## src/hdl/trigger_config.svh

```systemverilog
// widths, channel count and FIFO sizing for the TTC trigger path
`ifndef TRIGGER_CONFIG_SVH
`define TRIGGER_CONFIG_SVH

// ------------------------------------------------------------
// data widths
// ------------------------------------------------------------
`define TRIG_NUM_W   24  // trigger and event number
`define TIMESTAMP_W  44  // cycles since reset or timestamp reset
`define TRIG_TYPE_W  3   // muon fill, laser, pedestal, ...
`define NUM_CHAN     5   // digitizer channels
`define TRIG_DELAY_W 8   // trigger delay count

// ------------------------------------------------------------
// FIFO sizing, shared by both FIFOs
// ------------------------------------------------------------
`define FIFO_DEPTH 8  // entries, power of two
`define FIFO_AFULL 6  // occupancy at which almost_full rises

`endif

```

## src/hdl/trig_fsm_pkg.sv

```systemverilog
// state encodings of the acquisition controller and trigger processor FSMs
`default_nettype none

package trig_fsm_pkg;

    // channel acquisition controller, exported as cac_state
    typedef enum logic [3:0] {
        ACQ_IDLE      = 4'd0,  // ready for a trigger
        ACQ_DELAY     = 4'd1,  // counting down trig_delay
        ACQ_FIRE      = 4'd2,  // channel trigger pulse
        ACQ_WAIT_DONE = 4'd3,  // waiting on enabled chan_dones
        ACQ_STORE     = 4'd4   // writing the acquisition event
    } acq_state_t;

    // trigger processor, exported as tp_state
    typedef enum logic [3:0] {
        TP_IDLE      = 4'd0,  // waiting for both FIFOs
        TP_POP       = 4'd1,  // read one entry from each
        TP_CHECK     = 4'd2,  // cross-check, build readout info
        TP_ISSUE     = 4'd3,  // request readout or empty event
        TP_WAIT_DONE = 4'd4   // waiting on readout_done
    } tp_state_t;

endpackage

`default_nettype wire

```

## src/hdl/trig_types_pkg.sv

```systemverilog
// vector typedefs and packed trigger, acquisition and readout records
`default_nettype none

package trig_types_pkg;

`include "trigger_config.svh"

    // ------------------------------------------------------------
    // scalar fields
    // ------------------------------------------------------------
    typedef logic [`TRIG_NUM_W-1:0]   trig_num_t;   // trigger or event number
    typedef logic [`TIMESTAMP_W-1:0]  timestamp_t;  // free-running cycle count
    typedef logic [`TRIG_TYPE_W-1:0]  trig_type_t;
    typedef logic [`NUM_CHAN-1:0]     chan_mask_t;  // one bit per channel
    typedef logic [`TRIG_DELAY_W-1:0] delay_t;      // delay in ttc_clk cycles

    // trigger FIFO entry, 71 bits
    typedef struct packed {
        timestamp_t timestamp;  // counter value at the accepting edge
        trig_num_t  trig_num;
        trig_type_t trig_type;
    } trig_rec_t;

    // acquisition FIFO entry, 28 bits
    typedef struct packed {
        trig_num_t  trig_num;
        trig_type_t trig_type;
        logic       empty;      // no channel was enabled
    } acq_rec_t;

    // readout info to the command manager, 95 bits
    typedef struct packed {
        trig_num_t  event_num;  // counts readout requests from 1
        trig_num_t  trig_num;
        trig_type_t trig_type;
        timestamp_t timestamp;
    } readout_info_t;

endpackage

`default_nettype wire

```

## src/hdl/channel_acq_controller.sv

```systemverilog
// channel acquisition controller with trigger delay, channel pulse, done collection, event store
`timescale 1ns/100ps
`default_nettype none

module channel_acq_controller
    import trig_types_pkg::*, trig_fsm_pkg::*;
(
    input  wire        ttc_clk,
    input  wire        rst_n,
    input  wire        trigger,              // request from the receiver
    input  wire acq_rec_t   trig_rec,
    input  wire chan_mask_t chan_en,         // channels to trigger
    input  wire delay_t     trig_delay,
    input  wire chan_mask_t acq_dones,       // done levels from the channels
    input  wire        fifo_ready,           // acquisition FIFO not full
    output logic       acq_ready,            // high only in idle
    output chan_mask_t acq_trig,             // one-cycle channel trigger
    output logic       fifo_valid,
    output acq_rec_t   fifo_data,
    output acq_state_t state
);

    delay_t     delay_cnt;  // remaining delay cycles
    chan_mask_t mask_q;     // enabled channels of this event
    acq_rec_t   rec_q;      // event being acquired
    logic       all_done;

    assign acq_ready  = (state == ACQ_IDLE);
    assign acq_trig   = (state == ACQ_FIRE) ? mask_q : '0;
    assign fifo_valid = (state == ACQ_STORE);
    assign fifo_data  = rec_q;

    // only enabled channels count
    assign all_done = ((acq_dones & mask_q) == mask_q);

    // ------------------------------------------------------------
    // state machine
    // ------------------------------------------------------------
    always_ff @(posedge ttc_clk or negedge rst_n) begin
        if (!rst_n) begin
            state     <= ACQ_IDLE;
            delay_cnt <= '0;
        end else begin
            case (state)
                ACQ_IDLE: begin
                    if (trigger) begin
                        delay_cnt <= trig_delay;
                        state     <= trig_rec.empty ? ACQ_STORE : ACQ_DELAY;
                    end
                end
                ACQ_DELAY: begin
                    if (delay_cnt == '0)
                        state <= ACQ_FIRE;
                    else
                        delay_cnt <= delay_cnt - 1'b1;
                end
                ACQ_FIRE:      state <= ACQ_WAIT_DONE;  // pulse lasts one cycle
                ACQ_WAIT_DONE: begin
                    if (all_done)
                        state <= ACQ_STORE;
                end
                ACQ_STORE: begin
                    if (fifo_ready)
                        state <= ACQ_IDLE;              // event written
                end
                default:       state <= ACQ_IDLE;
            endcase
        end
    end

    // event payload, latched with the request
    always_ff @(posedge ttc_clk) begin
        if (acq_ready && trigger) begin
            rec_q  <= trig_rec;
            mask_q <= chan_en;
        end
    end

endmodule

`default_nettype wire

```

## src/hdl/sync_fifo.sv

```systemverilog
// single-clock FIFO with valid/ready ports, type parameter and almost-full flag
`timescale 1ns/100ps
`default_nettype none

`include "trigger_config.svh"

module sync_fifo #(
    parameter type ENTRY_T = logic
) (
    input  wire    ttc_clk,
    input  wire    rst_n,
    input  wire    wr_valid,
    input  wire ENTRY_T wr_data,
    output logic   wr_ready,     // not full
    output logic   rd_valid,     // not empty
    output ENTRY_T rd_data,
    input  wire    rd_ready,
    output logic   almost_full   // occupancy at or above the threshold
);

    localparam int DEPTH = `FIFO_DEPTH;
    localparam int AW    = $clog2(DEPTH);

    ENTRY_T        mem [DEPTH];
    logic [AW-1:0] wr_ptr;
    logic [AW-1:0] rd_ptr;
    logic [AW:0]   count;        // one extra bit for full
    logic          do_wr;
    logic          do_rd;

    assign wr_ready    = (count != (AW+1)'(DEPTH));
    assign rd_valid    = (count != '0);
    assign rd_data     = mem[rd_ptr];  // readable the cycle after the write
    assign almost_full = (count >= (AW+1)'(`FIFO_AFULL));
    assign do_wr       = wr_valid && wr_ready;
    assign do_rd       = rd_valid && rd_ready;

    always_ff @(posedge ttc_clk or negedge rst_n) begin
        if (!rst_n) begin
            wr_ptr <= '0;
            rd_ptr <= '0;
            count  <= '0;
        end else begin
            if (do_wr)
                wr_ptr <= (wr_ptr == AW'(DEPTH - 1)) ? '0 : wr_ptr + 1'b1;
            if (do_rd)
                rd_ptr <= (rd_ptr == AW'(DEPTH - 1)) ? '0 : rd_ptr + 1'b1;
            if (do_wr && !do_rd)
                count <= count + 1'b1;
            else if (do_rd && !do_wr)
                count <= count - 1'b1;
        end
    end

    // storage
    always_ff @(posedge ttc_clk) begin
        if (do_wr)
            mem[wr_ptr] <= wr_data;
    end

endmodule

`default_nettype wire

```

## src/hdl/trigger_processor.sv

```systemverilog
// trigger processor with FIFO pairing, consistency check and readout request sequencing
`timescale 1ns/100ps
`default_nettype none

module trigger_processor
    import trig_types_pkg::*, trig_fsm_pkg::*;
(
    input  wire          ttc_clk,
    input  wire          rst_n,
    input  wire          trig_valid,
    input  wire trig_rec_t trig_data,
    output logic         trig_ready,
    input  wire          acq_valid,
    input  wire acq_rec_t  acq_data,
    output logic         acq_ready,
    input  wire          readout_ready,     // command manager idle
    input  wire          readout_done,      // readout finished
    output logic         initiate_readout,
    output logic         send_empty_event,
    output readout_info_t ttc_info,         // stable until readout_done
    output tp_state_t    state,
    output logic         error_trig_num,    // sticky, number mismatch
    output logic         error_trig_type    // sticky, type mismatch
);

    trig_rec_t trig_q;
    acq_rec_t  acq_q;
    trig_num_t event_cnt;

    // both FIFOs pop together
    assign trig_ready = (state == TP_POP);
    assign acq_ready  = (state == TP_POP);

    assign initiate_readout = (state == TP_ISSUE) && readout_ready && !acq_q.empty;
    assign send_empty_event = (state == TP_ISSUE) && readout_ready && acq_q.empty;

    always_ff @(posedge ttc_clk or negedge rst_n) begin
        if (!rst_n) begin
            state           <= TP_IDLE;
            event_cnt       <= '0;
            ttc_info        <= '0;
            error_trig_num  <= 1'b0;
            error_trig_type <= 1'b0;
        end else begin
            case (state)
                TP_IDLE:  if (trig_valid && acq_valid) state <= TP_POP;
                TP_POP:   state <= TP_CHECK;
                TP_CHECK: begin
                    if (trig_q.trig_num != acq_q.trig_num)
                        error_trig_num <= 1'b1;
                    if (trig_q.trig_type != acq_q.trig_type)
                        error_trig_type <= 1'b1;
                    event_cnt          <= event_cnt + 1'b1;
                    ttc_info.event_num <= event_cnt + 1'b1;
                    ttc_info.trig_num  <= trig_q.trig_num;
                    ttc_info.trig_type <= trig_q.trig_type;
                    ttc_info.timestamp <= trig_q.timestamp;
                    state              <= TP_ISSUE;
                end
                TP_ISSUE:     if (readout_ready) state <= TP_WAIT_DONE;  // request pulsed
                TP_WAIT_DONE: if (readout_done) state <= TP_IDLE;
                default:      state <= TP_IDLE;
            endcase
        end
    end

    // popped pair
    always_ff @(posedge ttc_clk) begin
        if (state == TP_POP) begin
            trig_q <= trig_data;
            acq_q  <= acq_data;
        end
    end

endmodule

`default_nettype wire

```

## src/hdl/trigger_top.sv

```systemverilog
// trigger path top level with receiver, acquisition controller, two FIFOs and processor
`timescale 1ns/100ps
`default_nettype none

module trigger_top
    import trig_types_pkg::*, trig_fsm_pkg::*;
(
    input  wire           ttc_clk,                // TTC clock
    input  wire           rst_n,
    input  wire           ttc_trigger,            // TTC trigger pulse
    input  wire trig_type_t trig_type,
    input  wire chan_mask_t chan_en,              // enabled channels
    input  wire delay_t   trig_delay,
    input  wire           rst_trigger_num,        // TTC channel B
    input  wire           rst_trigger_timestamp,  // TTC channel B
    input  wire chan_mask_t chan_dones,
    input  wire           readout_ready,          // command manager idle
    input  wire           readout_done,
    output chan_mask_t    chan_trig,
    output logic          initiate_readout,
    output logic          send_empty_event,
    output readout_info_t ttc_info,
    output trig_num_t     trig_num,
    output timestamp_t    trig_timestamp,
    output acq_state_t    cac_state,
    output tp_state_t     tp_state,
    output logic          trig_fifo_full,         // trigger FIFO almost full
    output logic          acq_fifo_full,          // acquisition FIFO almost full
    output logic          error_trig_rate,
    output logic          error_trig_num,
    output logic          error_trig_type
);

    // ------------------------------------------------------------
    // receiver to controller
    // ------------------------------------------------------------
    logic       acq_ready;
    logic       acq_trigger;
    acq_rec_t   acq_req;
    chan_mask_t acq_chan_en;
    delay_t     acq_delay;

    // ------------------------------------------------------------
    // FIFO streams
    // ------------------------------------------------------------
    logic      trig_wr_valid, trig_wr_ready, trig_room;
    trig_rec_t trig_wr_data;
    logic      trig_rd_valid, trig_rd_ready;
    trig_rec_t trig_rd_data;
    logic      acq_wr_valid, acq_wr_ready;
    acq_rec_t  acq_wr_data;
    logic      acq_rd_valid, acq_rd_ready;
    acq_rec_t  acq_rd_data;

    // receiver refuses triggers from almost full on
    assign trig_room = trig_wr_ready && !trig_fifo_full;

    ttc_trigger_receiver ttc_trigger_receiver (
        .ttc_clk(ttc_clk), .rst_n(rst_n),
        .trigger(ttc_trigger), .trig_type(trig_type),
        .chan_en(chan_en), .trig_delay(trig_delay),
        .reset_trig_num(rst_trigger_num), .reset_trig_timestamp(rst_trigger_timestamp),
        .acq_ready(acq_ready), .fifo_ready(trig_room),
        .acq_trigger(acq_trigger), .acq_rec(acq_req),
        .acq_chan_en(acq_chan_en), .acq_delay(acq_delay),
        .fifo_valid(trig_wr_valid), .fifo_data(trig_wr_data),
        .trig_num(trig_num), .trig_timestamp(trig_timestamp),
        .error_trig_rate(error_trig_rate)
    );

    channel_acq_controller channel_acq_controller (
        .ttc_clk(ttc_clk), .rst_n(rst_n),
        .trigger(acq_trigger), .trig_rec(acq_req),
        .chan_en(acq_chan_en), .trig_delay(acq_delay),
        .acq_dones(chan_dones), .fifo_ready(acq_wr_ready),
        .acq_ready(acq_ready), .acq_trig(chan_trig),
        .fifo_valid(acq_wr_valid), .fifo_data(acq_wr_data),
        .state(cac_state)
    );

    sync_fifo #(.ENTRY_T(trig_rec_t)) trig_fifo (   // timestamp, number, type
        .ttc_clk(ttc_clk), .rst_n(rst_n),
        .wr_valid(trig_wr_valid), .wr_data(trig_wr_data), .wr_ready(trig_wr_ready),
        .rd_valid(trig_rd_valid), .rd_data(trig_rd_data), .rd_ready(trig_rd_ready),
        .almost_full(trig_fifo_full)
    );

    sync_fifo #(.ENTRY_T(acq_rec_t)) acq_fifo (     // number, type, empty flag
        .ttc_clk(ttc_clk), .rst_n(rst_n),
        .wr_valid(acq_wr_valid), .wr_data(acq_wr_data), .wr_ready(acq_wr_ready),
        .rd_valid(acq_rd_valid), .rd_data(acq_rd_data), .rd_ready(acq_rd_ready),
        .almost_full(acq_fifo_full)
    );

    trigger_processor trigger_processor (
        .ttc_clk(ttc_clk), .rst_n(rst_n),
        .trig_valid(trig_rd_valid), .trig_data(trig_rd_data), .trig_ready(trig_rd_ready),
        .acq_valid(acq_rd_valid), .acq_data(acq_rd_data), .acq_ready(acq_rd_ready),
        .readout_ready(readout_ready), .readout_done(readout_done),
        .initiate_readout(initiate_readout), .send_empty_event(send_empty_event),
        .ttc_info(ttc_info), .state(tp_state),
        .error_trig_num(error_trig_num), .error_trig_type(error_trig_type)
    );

endmodule

`default_nettype wire

```

## src/hdl/ttc_trigger_receiver.sv

```systemverilog
// TTC trigger receiver with acceptance, numbering, timestamping and rate error
`timescale 1ns/100ps
`default_nettype none

module ttc_trigger_receiver
    import trig_types_pkg::*;
(
    input  wire        ttc_clk,
    input  wire        rst_n,
    input  wire        trigger,               // TTC trigger pulse
    input  wire trig_type_t trig_type,
    input  wire chan_mask_t chan_en,          // sampled at acceptance
    input  wire delay_t     trig_delay,       // sampled at acceptance
    input  wire        reset_trig_num,        // from TTC channel B
    input  wire        reset_trig_timestamp,  // from TTC channel B
    input  wire        acq_ready,             // acquisition controller idle
    input  wire        fifo_ready,            // trigger FIFO has room
    output logic       acq_trigger,           // one-cycle request to the controller
    output acq_rec_t   acq_rec,
    output chan_mask_t acq_chan_en,
    output delay_t     acq_delay,
    output logic       fifo_valid,
    output trig_rec_t  fifo_data,
    output trig_num_t  trig_num,              // number of the latest accepted trigger
    output timestamp_t trig_timestamp,        // timestamp of the latest accepted trigger
    output logic       error_trig_rate        // sticky, trigger refused
);

    logic       accept;
    logic       num_rst_pend;  // next accepted number restarts at 1
    timestamp_t ts_cnt;        // free-running cycle counter
    trig_num_t  next_num;

    // a request still in flight to the controller blocks a second one
    assign accept   = trigger && acq_ready && fifo_ready && !acq_trigger;
    assign next_num = (num_rst_pend || reset_trig_num) ? trig_num_t'(1) : trig_num + 1'b1;

    // ------------------------------------------------------------
    // counters
    // ------------------------------------------------------------
    always_ff @(posedge ttc_clk or negedge rst_n) begin
        if (!rst_n) begin
            ts_cnt       <= '0;
            num_rst_pend <= 1'b0;
        end else begin
            ts_cnt <= reset_trig_timestamp ? '0 : ts_cnt + 1'b1;
            if (accept)
                num_rst_pend <= 1'b0;      // consumed by this trigger
            else if (reset_trig_num)
                num_rst_pend <= 1'b1;
        end
    end

    // ------------------------------------------------------------
    // acceptance and handshakes
    // ------------------------------------------------------------
    always_ff @(posedge ttc_clk or negedge rst_n) begin
        if (!rst_n) begin
            acq_trigger     <= 1'b0;
            fifo_valid      <= 1'b0;
            trig_num        <= '0;
            trig_timestamp  <= '0;
            error_trig_rate <= 1'b0;
        end else begin
            acq_trigger <= accept;
            if (accept) begin
                fifo_valid     <= 1'b1;
                trig_num       <= next_num;
                trig_timestamp <= ts_cnt;
            end else if (fifo_ready) begin
                fifo_valid <= 1'b0;        // beat transferred
            end
            if (trigger && !accept)
                error_trig_rate <= 1'b1;   // too fast or FIFO near full
        end
    end

    // record payload, captured with the accepting edge
    always_ff @(posedge ttc_clk) begin
        if (accept) begin
            fifo_data.timestamp <= ts_cnt;
            fifo_data.trig_num  <= next_num;
            fifo_data.trig_type <= trig_type;
            acq_rec.trig_num    <= next_num;
            acq_rec.trig_type   <= trig_type;
            acq_rec.empty       <= (chan_en == '0);
            acq_chan_en         <= chan_en;
            acq_delay           <= trig_delay;
        end
    end

endmodule

`default_nettype wire

```

## config.mk

```make
export PLATFORM = sky130hd
export DESIGN_NAME = trigger_top
export DESIGN_NICKNAME = d
export VERILOG_FILES = /design/src/hdl/trig_fsm_pkg.sv /design/src/hdl/trig_types_pkg.sv /design/src/hdl/channel_acq_controller.sv /design/src/hdl/sync_fifo.sv /design/src/hdl/trigger_processor.sv /design/src/hdl/trigger_top.sv /design/src/hdl/ttc_trigger_receiver.sv
export VERILOG_INCLUDE_DIRS = /design/src /design/src/hdl
export SDC_FILE = /design/constraint.sdc
export NUM_CORES = 1
export LEC_CHECK = 0
export ABC_AREA = 1
export BUFFER_PORTS_ARGS = -buffer_cell sky130_fd_sc_hd__buf_2
export CORE_MARGIN = 5
export CORE_UTILIZATION = 35
export CTS_CLUSTER_DIAMETER = 200
export CTS_CLUSTER_SIZE = 30
export DETAILED_ROUTE_END_ITERATION = 7
export SYNTH_ARGS = -nofsm -noshare
export SYNTH_HDL_FRONTEND = slang
export SYNTH_SLANG_ARGS = --single-unit
```

## constraint.sdc

```tcl
create_clock -name ttc_clk -period 5.6 [get_ports ttc_clk]
set_input_delay 0.28 -clock ttc_clk [delete_from_list [all_inputs] [get_ports ttc_clk]]
set_output_delay 0.28 -clock ttc_clk [all_outputs]
set_load 0.05 [all_outputs]
```

* After elaboration in Yosys (flattened, before gate mapping)
Memories as Yosys holds them, arrays and structs flattened. A register that Yosys moved wholly into a read port is not among the register bits.
Cells that the tools add are included.
** Word-level totals
- Logic and storage cells :: 149
- Input port bits :: 28
- Flip-flop bits (word level) :: 367
- Output and inout port bits :: 183
- Bits in latches :: 0
- Memory bits (writable) :: 792
- ROM bits :: 0
- Memories :: 2
** Cells by class
- Muxes and demuxes :: 32
- Shifts and indexed selects :: 0
- Div/mod/pow operators :: 0
- Magnitude comparators :: 2
- Bitwise operators :: 1
- Reductions and logical operators :: 43
- Equal/unequal tests :: 25
- Multiply operators :: 0
- $add $sub $neg :: 12
** Memory list
- trig_fifo.mem :: depth 8, bits a word 71, read ports 1, clocked after memory_dff 1, wr ports 1, RTL line sync_fifo.sv:24 : ENTRY_T mem [DEPTH];
- acq_fifo.mem :: depth 8, bits a word 28, read ports 1, clocked after memory_dff 1, wr ports 1, RTL line sync_fifo.sv:24
** Operators by type and width (number)
- 24-bit by 1-bit adder with 24-bit output, second input constant :: 2
- 44-bit by 1-bit adder with 44-bit output, second input constant :: 1
- 4-bit two-way mux :: 11
- 44-bit two-way mux :: 1
- 4-bit one-hot mux with 5 select lines :: 2
- 24-bit two-way mux :: 1
- 24-bit != test :: 1
- 1-bit logical AND :: 18
- 4-bit by 2-bit == test with 1-bit output, second input constant :: 4
- 8-bit two-way mux :: 2
- 8-bit one-hot mux with 2 select lines :: 1
- 3-bit two-way mux :: 5
- 3-bit by 1-bit adder with 3-bit output, second input constant :: 4
- 3-bit == test, second input constant :: 4
- 2-bit != test, second input constant :: 5
- 2-bit nonzero test :: 5
- 4-bit by 1-bit adder with 4-bit output, second input constant :: 2
- 4-bit by 1-bit == test with 1-bit output, second input constant :: 2
- 4-bit by 3-bit == test with 1-bit output, second input constant :: 2
- 4-bit by 3-bit greater-or-equal comparator with 1-bit output, second input constant :: 2
- 1-bit logical NOT :: 8
- 4-bit logical NOT :: 2
- 8-bit logical NOT :: 1
- 1-bit two-way mux :: 8
- 14 further kinds :: 21

* Logic depth before layout (Yosys ltp)
Gate-level depths: netlist of the first run.
- Word-level depth :: 7
- Mapped depth :: 12

* By module
From an unflattened synthesis of the first run, not the netlist that was laid out.
** Second synthesis, totals
- Cells, all modules :: 4611
- Area, all modules :: 51386.8 sq um
** By module, submodules not included
- sync_fifo (trig_fifo) :: cells each 1976, area each 23441.2 sq um, instances 1
- sync_fifo (acq_fifo) :: cells each 828, area each 9536.6 sq um, instances 1
- ttc_trigger_receiver :: cells each 950, area each 8821.0 sq um, instances 1
- trigger_processor :: cells each 678, area each 7614.8 sq um, instances 1
- channel_acq_controller :: cells each 177, area each 1963.1 sq um, instances 1
- trigger_top :: cells each 2, area each 10.0 sq um, instances 1

* Worst setup path before layout of the first run
OpenSTA, ideal clock, no wires.
- Path type :: reg-to-reg
- Start point :: register trigger_processor.state[0]
- End point :: register trig_fifo.count[3]
- Data arrival time :: 4274 ps
- Cell stages (with the launch flop) :: 12
- Setup time :: 131 ps
- Setup slack :: 1195 ps
- Clock period less this slack :: 4405 ps
- Path buffers :: 0
- Path through :: dfrtp_1 -> nand3_1 -> inv_1 -> nand2_1 -> ha_1 -> inv_1 -> ha_1 -> a21oi_1 -> nand2_1 -> a21oi_1 -> o21ai_0 -> xor2_1
** Between the ends
- Cells in the longest elaborated chain, start to end :: 5
- Elaborated cells on any way between the ends :: 7
** Ends and longest elaborated chain
- from (decl) :: RTL line trigger_processor.sv:21 : output tp_state_t state,
- from (signal assigned) :: RTL line trigger_processor.sv:39 : state <= TP_IDLE;
- from (signal assigned) :: RTL line trigger_processor.sv:46 : TP_IDLE: if (trig_valid && acq_valid) state <= TP_POP;
- from (signal assigned) :: RTL line trigger_processor.sv:47 : TP_POP: state <= TP_CHECK;
- 4-bit by 1-bit == test with 1-bit output (*) :: RTL line trigger_processor.sv:31 : assign trig_ready = (state == TP_POP);
- 1-bit logical AND (*) :: RTL line sync_fifo.sv:36 : assign do_rd = rd_valid && rd_ready;
- 1-bit logical NOT :: RTL line sync_fifo.sv:48 : if (do_wr && !do_rd)
- 1-bit logical AND :: RTL line sync_fifo.sv:48
- 4-bit two-way mux / 2-bit nonzero test (equally long branches)
- to (signal assigned) :: RTL line sync_fifo.sv:49 : count <= count + 1'b1;
- to (signal assigned) :: RTL line sync_fifo.sv:51 : count <= count - 1'b1;
- to (decl) :: RTL line sync_fifo.sv:27 : logic [AW:0] count;
Mark *: on every way between the ends. The rest lies on a longest branch, timed or not.
A chain may end at the register's enable or synchronous reset.

==> results of run 1 <==
[worst min path at each step]
stage,start,end,depth (start not counted)
after CTS,rst_n,trigger_processor.ttc_info[87]$_DFFE_PN0P_,2
final,rst_n,trigger_processor.ttc_info[87]$_DFFE_PN0P_,2
after floorplan,rst_n,acq_fifo.count[0]$_DFFE_PN0P_,0
after global placement,rst_n,trigger_processor.ttc_info[87]$_DFFE_PN0P_,1
after detailed placement,rst_n,trigger_processor.ttc_info[87]$_DFFE_PN0P_,1
after global routing,rst_n,trigger_processor.ttc_info[91]$_DFFE_PN0P_,2
[routing by layer]
| layer | GRT usage [%] | routed length [um] | share of wire, % |
|---|---|---|---|
| met1 | 23.5 | 56300 | 46 |
| met2 | 25.1 | 56000 | 46 |
| met3 | 1.85 | 6730 | 5.5 |
| met4 | 3.27 | 2270 | 1.9 |
| met5 | 0 | 17 | 0.014 |
[synth_stat cells, drive strengths merged, types with 19 or more instances]
cell type	instances	share of area, %
a21oi	27	0.27
a31oi	103	1.3
buf	101	1.3
clkbuf	93	0.71
dfrtp	247	12
edfxtp	1009	61
ha	19	0.48
inv	188	1.4
nand2	688	5.2
nand3	68	0.72
nand4	25	0.31
nor2	947	7.2
o21ai	506	5.1
o22ai	99	1.2
xor2	20	0.35
[cell type report]
cell class | count | share of cell area (%)
inverters | 189 | 1.33
well taps | 1890 | 4.36
clock buffers | 84 | 2.42
flip-flops and latches | 1256 | 67.2
multi-input cells | 2565 | 21.4
clock inverters | 4 | 0.157
repair buffers | 279 | 3.11
[power groups by stage]
stage	clock, W	sequential, W	combinational, W
floorplan	0	0.0139	0.00491
global placement	0	0.0135	0.00790
detailed placement	0	0.0135	0.00797
CTS	0.00460	0.0133	0.00801
global route	0.00494	0.0134	0.00881
finish	0.00445	0.0133	0.00788
[worst max-delay path, cell delays in order, from the launching register on]
cell and delay, ps:
sky130_fd_sc_hd__dfrtp_4 760, sky130_fd_sc_hd__inv_6 690, sky130_fd_sc_hd__buf_4 870, sky130_fd_sc_hd__o21ai_0 160, sky130_fd_sc_hd__o22ai_1 150, sky130_fd_sc_hd__nor2_1 60
sky130_fd_sc_hd__a31oi_1 220
[registers in the layout, summed over array words and instances (netlist names), 4 cells and up]
name / count
trigger_processor.trig_q: 71
ttc_trigger_receiver.fifo_data: 44
ttc_trigger_receiver.acq_rec: 28
channel_acq_controller.mask_q: 5
ttc_trigger_receiver.acq_chan_en: 5
ttc_trigger_receiver.acq_delay: 8
trig_fifo.mem: 568
channel_acq_controller.fifo_data: 28
acq_fifo.count: 4
trigger_processor.acq_q: 28
ttc_trigger_receiver.trig_num: 24
acq_fifo.mem: 224
trigger_processor.ttc_info: 95
ttc_trigger_receiver.ts_cnt: 44
channel_acq_controller.delay_cnt: 8
ttc_trigger_receiver.trig_timestamp: 44
trig_fifo.count: 4
[what timing repair did]
item,CTS,global route
hold endpoints to repair,237,0
buffers inserted,0,0
hold buffers,22,0
[kinds of logic (layout without fill, tap and decap cells)]
family | Yosys count | in the layout | synth area share [%]
and+or+nand+nor | 1756 | 1756 | 13.8
DFF | 1256 | 1256 | 73.4
AOI/OAI and AO/OA | 747 | 747 | 8.11
buffers and inverters | 383 | 556 | 3.42
xor gates and xnor gates | 38 | 38 | 0.670
adders and majority gates | 21 | 21 | 0.559
other | 1 | 2 | 0.00755
muxes | 1 | 1 | 0.0227
[per-stage QoR]
step	hold slack, ps	utilization, %
detailed placement	185	37.3
CTS	14.3	38.4
global route	43.6	38.4
floorplan	-15.6	-
global placement	184	37.3
finish	64.1	38.4
==> flow_summary.rst, run 1 <==
.. list-table::
   :header-rows: 1

   * - Metric
     - Value
   * - Status
     - finished clean
   * - Startpoint type of the worst setup path
     - register
   * - Post-route ant nets
     - 0
   * - Post-synthesis instance area
     - slightly below 50000 sq um
   * - Post-CTS clock slew at the launch and capture registers of the worst setup and hold paths
     - 120 ps
   * - R2R Path End
     - trigger_processor.trig_q[28]$_DFFE_PN_
   * - Fraction of power consumed by combinational cells
     - between 30% and 40%
   * - Cell area reported after detailed placement
     - around 53000 sq um
   * - Kind of critical path
     - reg2reg
   * - Routability congestion estimate
     - 0.840
   * - Row count
     - 138
   * - Sum Neg Setup Slack
     - 0 ps
   * - H-tree depth reported by CTS
     - 2
   * - Final cycle utilization of the critical path
     - ~60%
   * - Setup slack, reg-to-reg
     - between 2000 and 2500 ps
   * - Reg area
     - 36500 sq um
   * - Setup Slack @ Placement
     - ~2400 ps
   * - Number of instances in the synthesized netlist
     - 4203
   * - Violation count after the first detailed-routing iteration
     - 2765
   * - Post-Layout Inst Area
     - roughly 54000 sq um
   * - Part of the Yosys area used for sequential elements
     - 73.4%
   * - Combined area of the multi-input logic cells
     - 11600 sq um
   * - Clk network pwr share
     - between 15 and 20%
   * - Final Total Pwr
     - 0.0256 W
   * - Final critical delay including setup and external delays
     - 3290 ps
   * - Switching portion of total power
     - a little under two fifths
   * - Worst slew pin tran
     - 1150 ps
   * - Async set-or-reset flop fraction in the synthesized netlist
     - between 10% and 20%
   * - Area growth syn-to-layout
     - 9.23%
   * - Class of the tightest hold or removal check
     - in2async
   * - Number of remaining DRC errors
     - 0
   * - Wire length of the first global-routing pass
     - 186000 um
   * - Smallest setup slack after layout
     - 2310 ps
   * - Share of post-route cells with drive strength above 1
     - under 10%
   * - Area of the die
     - 150000 sq um
   * - Via count of the first global-routing pass
     - ~30000
   * - Number of optimization iterations in the first detailed-route pass
     - 6
   * - P per Cell Area
     - between 400 and 500 nW/um^2
   * - Clk root buf
     - sky130_fd_sc_hd__clkbuf_16
   * - Warnings, synthesis
     - 0
   * - Reported net switching power
     - roughly 0.01 W
   * - Core area
     - 141000 sq um
   * - Number of storage elements in the synthesis netlist
     - between 1000 and 1500
   * - Worst vdd ir
     - about 0.00028 V
   * - Leakage component of the power
     - 19.5 nW
   * - Max Slew Vio Count
     - 0
   * - Routed wire per std cell
     - approximately 19 um
   * - Clk_skew
     - approximately 43 ps
   * - Distinct cells, synth
     - 43
   * - Final routed wirelength across all metal layers
     - 121000 um
   * - Vias/cell
     - about 5.0
   * - Starting Density
     - a little over a third
   * - Top-level port count
     - 211
   * - Sequential share of power
     - 51.8%
   * - Startpoint of the lowest-slack register-to-register path
     - trig_fifo.rd_ptr[0]$_DFFE_PN0P_
   * - HPWL after DPL
     - roughly 75000 um
   * - GRT Util Overall
     - around 16%
   * - Worst-path maximum fanout
     - between 100 and 150
   * - Filler cell count in the final layout
     - about 14000
   * - Post-route insts no fill
     - about 6300
   * - # setup viols final
     - 0
   * - Critical path endpoint
     - trigger_processor.trig_q[28]$_DFFE_PN_
   * - Setup repair after global routing missed its margin
     - no
   * - Clock latency at the later pin of the worst-skew pair
     - approximately 700 ps
   * - CP required
     - around 6100 ps
   * - Number of max-cap violations
     - 0
   * - Syn_area_per_cell
     - approximately 12 sq um
   * - Die height
     - around 390 um
   * - Post-synth EDFFs
     - 1009
   * - Worst reg-to-reg path cell count
     - 6
   * - Count of vias placed by the detailed router
     - between 30000 and 40000
   * - Total number of nets in the final design
     - between 4000 and 5000
   * - Most frequent cells in the layout
     - 1009 x sky130_fd_sc_hd__edfxtp_1, 918 x sky130_fd_sc_hd__nor2_1, 687 x sky130_fd_sc_hd__nand2_1, 470 x sky130_fd_sc_hd__o21ai_0, 244 x sky130_fd_sc_hd__dfrtp_1
   * - Floorplan die width
     - ~390 um
   * - Maximum clock rate
     - ~300 MHz
   * - Initial antenna violation count
     - 3
   * - Post-cts sizing count
     - 0
   * - Crit path from
     - trig_fifo.rd_ptr[0]$_DFFE_PN0P_
   * - Clock tree sinks
     - roughly 1300
   * - Pin count of the biggest net entering global routing
     - ~130
   * - Number of endpoints with negative hold slack in the final report
     - 0
   * - CP Capture Type
     - register
   * - Critical path arrival
     - 3790 ps
   * - Cts bufs inserted
     - 47
   * - Total internal power
     - roughly 0.016 W
   * - Normalized max-slew margin
     - about a quarter
   * - Number of diodes added for antenna fixing
     - 0
   * - Number of buffers inserted by port buffering
     - between 200 and 250
   * - Primary FF master, synth
     - sky130_fd_sc_hd__edfxtp_1
   * - Clock tree from TritonCTS
     - yes
   * - Number of placed instances, taps included
     - ~6200
   * - Largest buffer count on any clock path
     - 3
   * - Overflow after GRT
     - 0
   * - Commonest non-fill, non-tap cell in the layout
     - sky130_fd_sc_hd__edfxtp_1
No activity file was read; power rests on OpenSTA's default activity.
==> run 2: changes to the inputs <==
==> constraint.sdc (replaced) <==
create_clock -name ttc_clk -period 3.2 [get_ports ttc_clk]
set_input_delay 0.16 -clock ttc_clk [delete_from_list [all_inputs] [get_ports ttc_clk]]
set_output_delay 0.16 -clock ttc_clk [all_outputs]
set_load 0.05 [all_outputs]
==> run 2 against run 1 <==
Cell area up 1.2%. Clock power rose by 76%. Critical path depth fell by 1. Via count shrank 0.23%. Utilization rose by 0.45 points. Setup slack lost 1500 ps. Clock-buffer cell count increased by 2. Critical endpoint is now trig_fifo.mem[0][34]$_DFFE_PP_. Highest routed layer is now met4.
==> flow_summary.rst, run 2 (synthesized netlist as in run 1, its figures left out) <==
.. list-table::
   :header-rows: 1

   * - Metric
     - Value
   * - Largest buffer count on any clock path
     - 3 (unchanged)
   * - # setup viols final
     - 0 (unchanged)
   * - Leading registers by flop count
     - trig_fifo.mem (568), acq_fifo.mem (224), trigger_processor.ttc_info (95)
   * - Startpoint type of the worst setup path
     - register
   * - CP Capture Type
     - register
   * - Final Total Pwr
     - 0.0454 W (+77%)
   * - Wire length of the first global-routing pass
     - 184000 um (-1.3%)
   * - Clk_skew
     - 27.8 ps (-15.2 ps)
   * - CP required
     - 3550 ps (-2550 ps)
   * - Met2 track demand over resource
     - 25.4% (+0.26 points)
   * - Row count
     - 138 (unchanged)
   * - Post-CTS clock slew at the launch and capture registers of the worst setup and hold paths
     - 120 ps (about the same)
   * - Reported net switching power
     - 0.0172 W (+75%)
   * - Final routed wirelength across all metal layers
     - 120000 um (-0.73%)
   * - Total number of nets in the final design
     - 4427 (+0.91%)
   * - Leakage component of the power
     - 19.8 nW (+1.4%)
   * - Fraction of power consumed by combinational cells
     - 32.1% (+1.3 points)
   * - HPWL after DPL
     - 75400 um (+0.91%)
   * - Number of endpoints with negative hold slack in the final report
     - 0 (unchanged)
   * - Normalized max-slew margin
     - 35.0% (+12 points)
   * - Routed wire per std cell
     - 19.1 um (-1.4%)
   * - Area of the die
     - 150000 sq um (unchanged)
   * - Post-route ant nets
     - 0 (unchanged)
   * - Via count of the first global-routing pass
     - 29100 (-0.89%)
   * - GR met3 Demand/Resource
     - 1.68% (-0.17 points)
   * - Core area
     - 141000 sq um (unchanged)
   * - Routability congestion estimate
     - 0.875 (+4.1%)
   * - H-tree depth reported by CTS
     - 2 (unchanged)
   * - WP buf/inv
     - 2 (unchanged)
   * - Pin count of the biggest net entering global routing
     - 119 (-9.8%)
   * - List of cells traversed by the critical path
     - inv_1, a31oi_2, nand2_1, nor2_4, buf_12
   * - P per Cell Area
     - 827 nW/um^2 (+75%)
   * - Number of flip-flops under the largest register name
     - 568 (unchanged)
   * - Starting Density
     - 35.2% (unchanged)
   * - Final cycle utilization of the critical path
     - 75.1% (+16 points)
   * - Vias/cell
     - 4.91 (-0.88%)
   * - Final critical delay including setup and external delays
     - 2400 ps (-883 ps)
   * - Initial antenna violation count
     - 0 (-3)
   * - Floorplan die width
     - 387 um (unchanged)
   * - Overflow after GRT
     - 0 (unchanged)
   * - Clk network pwr share
     - 17.3% (about the same)
   * - Master of the slowest instance on the critical path
     - sky130_fd_sc_hd__nor2_4
   * - Cell area reported after detailed placement
     - 53200 sq um (+1.1%)
   * - Post-Layout Inst Area
     - 54900 sq um (+1.2%)
   * - Hold Path Stages
     - 7
   * - Filler cell count in the final layout
     - 13500 (-0.27%)
   * - Number of buffers inserted by port buffering
     - 208 (unchanged)
   * - Number of max-cap violations
     - 0 (unchanged)
   * - Biggest cell delay along the critical path
     - 460 ps (-410 ps)
   * - Worst slack on hold paths
     - 69.5 ps (+5.41 ps)
   * - Commonest non-fill, non-tap cell in the layout
     - sky130_fd_sc_hd__edfxtp_1
   * - Worst slew pin tran
     - 975 ps (-175 ps)
   * - Status
     - finished clean
   * - GRT Util Overall
     - 15.6% (-0.23 points)
   * - Class of the tightest hold or removal check
     - in2reg
   * - Die height
     - 387 um (unchanged)
   * - Busiest metal layer after global routing
     - met2
   * - Most frequent cells in the layout
     - 1009 x sky130_fd_sc_hd__edfxtp_1, 918 x sky130_fd_sc_hd__nor2_1, 687 x sky130_fd_sc_hd__nand2_1, 468 x sky130_fd_sc_hd__o21ai_0, 241 x sky130_fd_sc_hd__dfrtp_1
   * - Sequential share of power
     - 50.6% (-1.2 points)
   * - Postcts setup bufs
     - 0 (unchanged)
   * - Violation count after the first detailed-routing iteration
     - 2499 (-9.6%)
   * - Critical path arrival
     - 2750 ps (-1040 ps)
   * - Reg area
     - 36500 sq um (about the same)
   * - Worst vdd ir
     - 0.000724 V (+160%)
   * - Kind of critical path
     - reg2reg
   * - Count of vias placed by the detailed router
     - 31000 (-0.23%)
   * - Max Slew Vio Count
     - 0 (unchanged)
   * - Clock tree sinks
     - 1256 (unchanged)
   * - Share of post-route cells with drive strength above 1
     - 9.15% (+1.0 points)
   * - Top-level port count
     - 211 (unchanged)
   * - Cts bufs inserted
     - 47 (unchanged)
   * - Clock latency at the later pin of the worst-skew pair
     - 670 ps (-30 ps)
   * - Clock tree from TritonCTS
     - yes
   * - Number of remaining DRC errors
     - 0 (unchanged)
   * - Combined area of the multi-input logic cells
     - 11600 sq um (+0.32%)
   * - Clk root buf
     - sky130_fd_sc_hd__clkbuf_16
   * - Switching portion of total power
     - 37.9% (-0.44 points)
   * - Number of optimization iterations in the first detailed-route pass
     - 5 (-1)
   * - Met1 GRT Util
     - 22.9% (-0.65 points)
   * - Worst reg-to-reg path cell count
     - 5 (-1)
   * - Number of cells on the critical path
     - 5 (-1)
   * - Total internal power
     - 0.0282 W (+79%)
   * - Worst-path maximum fanout
     - 32 (-76%)
   * - Area growth syn-to-layout
     - 10.5%
   * - Setup repair after global routing missed its margin
     - no
   * - Family with the most delay on the worst path
     - simple AND/OR/NAND/NOR gates
   * - Maximum clock rate
     - 416 MHz (+37%)
   * - Register ranked first by flip-flop count
     - trig_fifo.mem
==> run 2: cell types whose count changed in the layout (fill, tap and decap cells not counted), sizes merged <==
cell         change
buf             +35
inv              -1
diode            +1
clkinvlp         +1
clkbuf           +2
clkinv           -2
dlygate4sd3      +5
==> run 2: routing by layer <==
metal / wire length [um] / part of all wire, %
met3: 6150 / 5.1
met1: 56000 / 47
met2: 56300 / 47
met4: 1980 / 1.6
met5: 0 / 0
==> run 2: metrics by stage <==
| step | TNS [ps] | util [%] | cells | setup WS (ps) |
|---|---|---|---|---|
| after CTS | 0 | 38.9 | 6307 | 760 |
| after floorplan | -712 | - | 4204 | -220 |
| final | 0 | 38.9 | 6308 | 797 |
| after global placement | 0 | 37.7 | 6192 | 841 |
| after detailed placement | 0 | 37.7 | 6192 | 794 |
| after global routing | 0 | 38.9 | 6307 | 574 |
==> run 2: worst paths after layout <==
check,startpoint,to,slack (ps)
min in group asynchronous,rst_n,trigger_processor.ttc_info[2]$_DFFE_PN0P_,120
worst max register to register,trig_fifo.count[2]$_DFFE_PN0P_,trig_fifo.mem[0][34]$_DFFE_PP_,800
max in group asynchronous,rst_n,trig_fifo.rd_ptr[1]$_DFFE_PN0P_,2140
worst max-delay path,trig_fifo.count[2]$_DFFE_PN0P_,trig_fifo.mem[0][34]$_DFFE_PP_,800
worst min-delay path,chan_dones[3],channel_acq_controller.state[2]$_DFFE_PN0P_,70
worst min register to register,ttc_trigger_receiver.acq_chan_en[2]$_DFFE_PP_,channel_acq_controller.mask_q[2]$_DFFE_PP_,430
==> run 2: worst min-delay path: cells and delay by family <==
family	cells	cell delay [ps]
AND/OR/NAND/NOR	3	220
buffers and inverters	2	130
AO/OA/AOI/OAI	2	170
==> run 2: what timing repair did <==
action | 4_1_cts | 5_1_grt
hold endpoints to repair | 118 | 0
gates resized for setup | 0 | 0
setup endpoints to repair | 0 | 0
hold buffers | 27 | 0
==> run 2: area by class of cell <==
type                            count  share of cell area [%]
Clock buffer                       86                    2.49
Tap cell                         1890                    4.31
Antenna cell                        1                 0.00456
Multi-Input combinational cell   2565                    21.2
Clock inverter                      2                  0.0911
Timing Repair Buffer              319                    4.12
Sequential cell                  1256                    66.5
Inverter                          189                    1.32
==> run 2: power by group through the flow <==
stage / combinational, W / sequential, W / clock (W)
after global placement: 0.0146 / 0.0233 / 0
final: 0.0146 / 0.0230 / 0.00783
after detailed placement: 0.0148 / 0.0234 / 0
after floorplan: 0.00868 / 0.0243 / 0
after global routing: 0.0162 / 0.0233 / 0.00865
after CTS: 0.0148 / 0.0230 / 0.00810
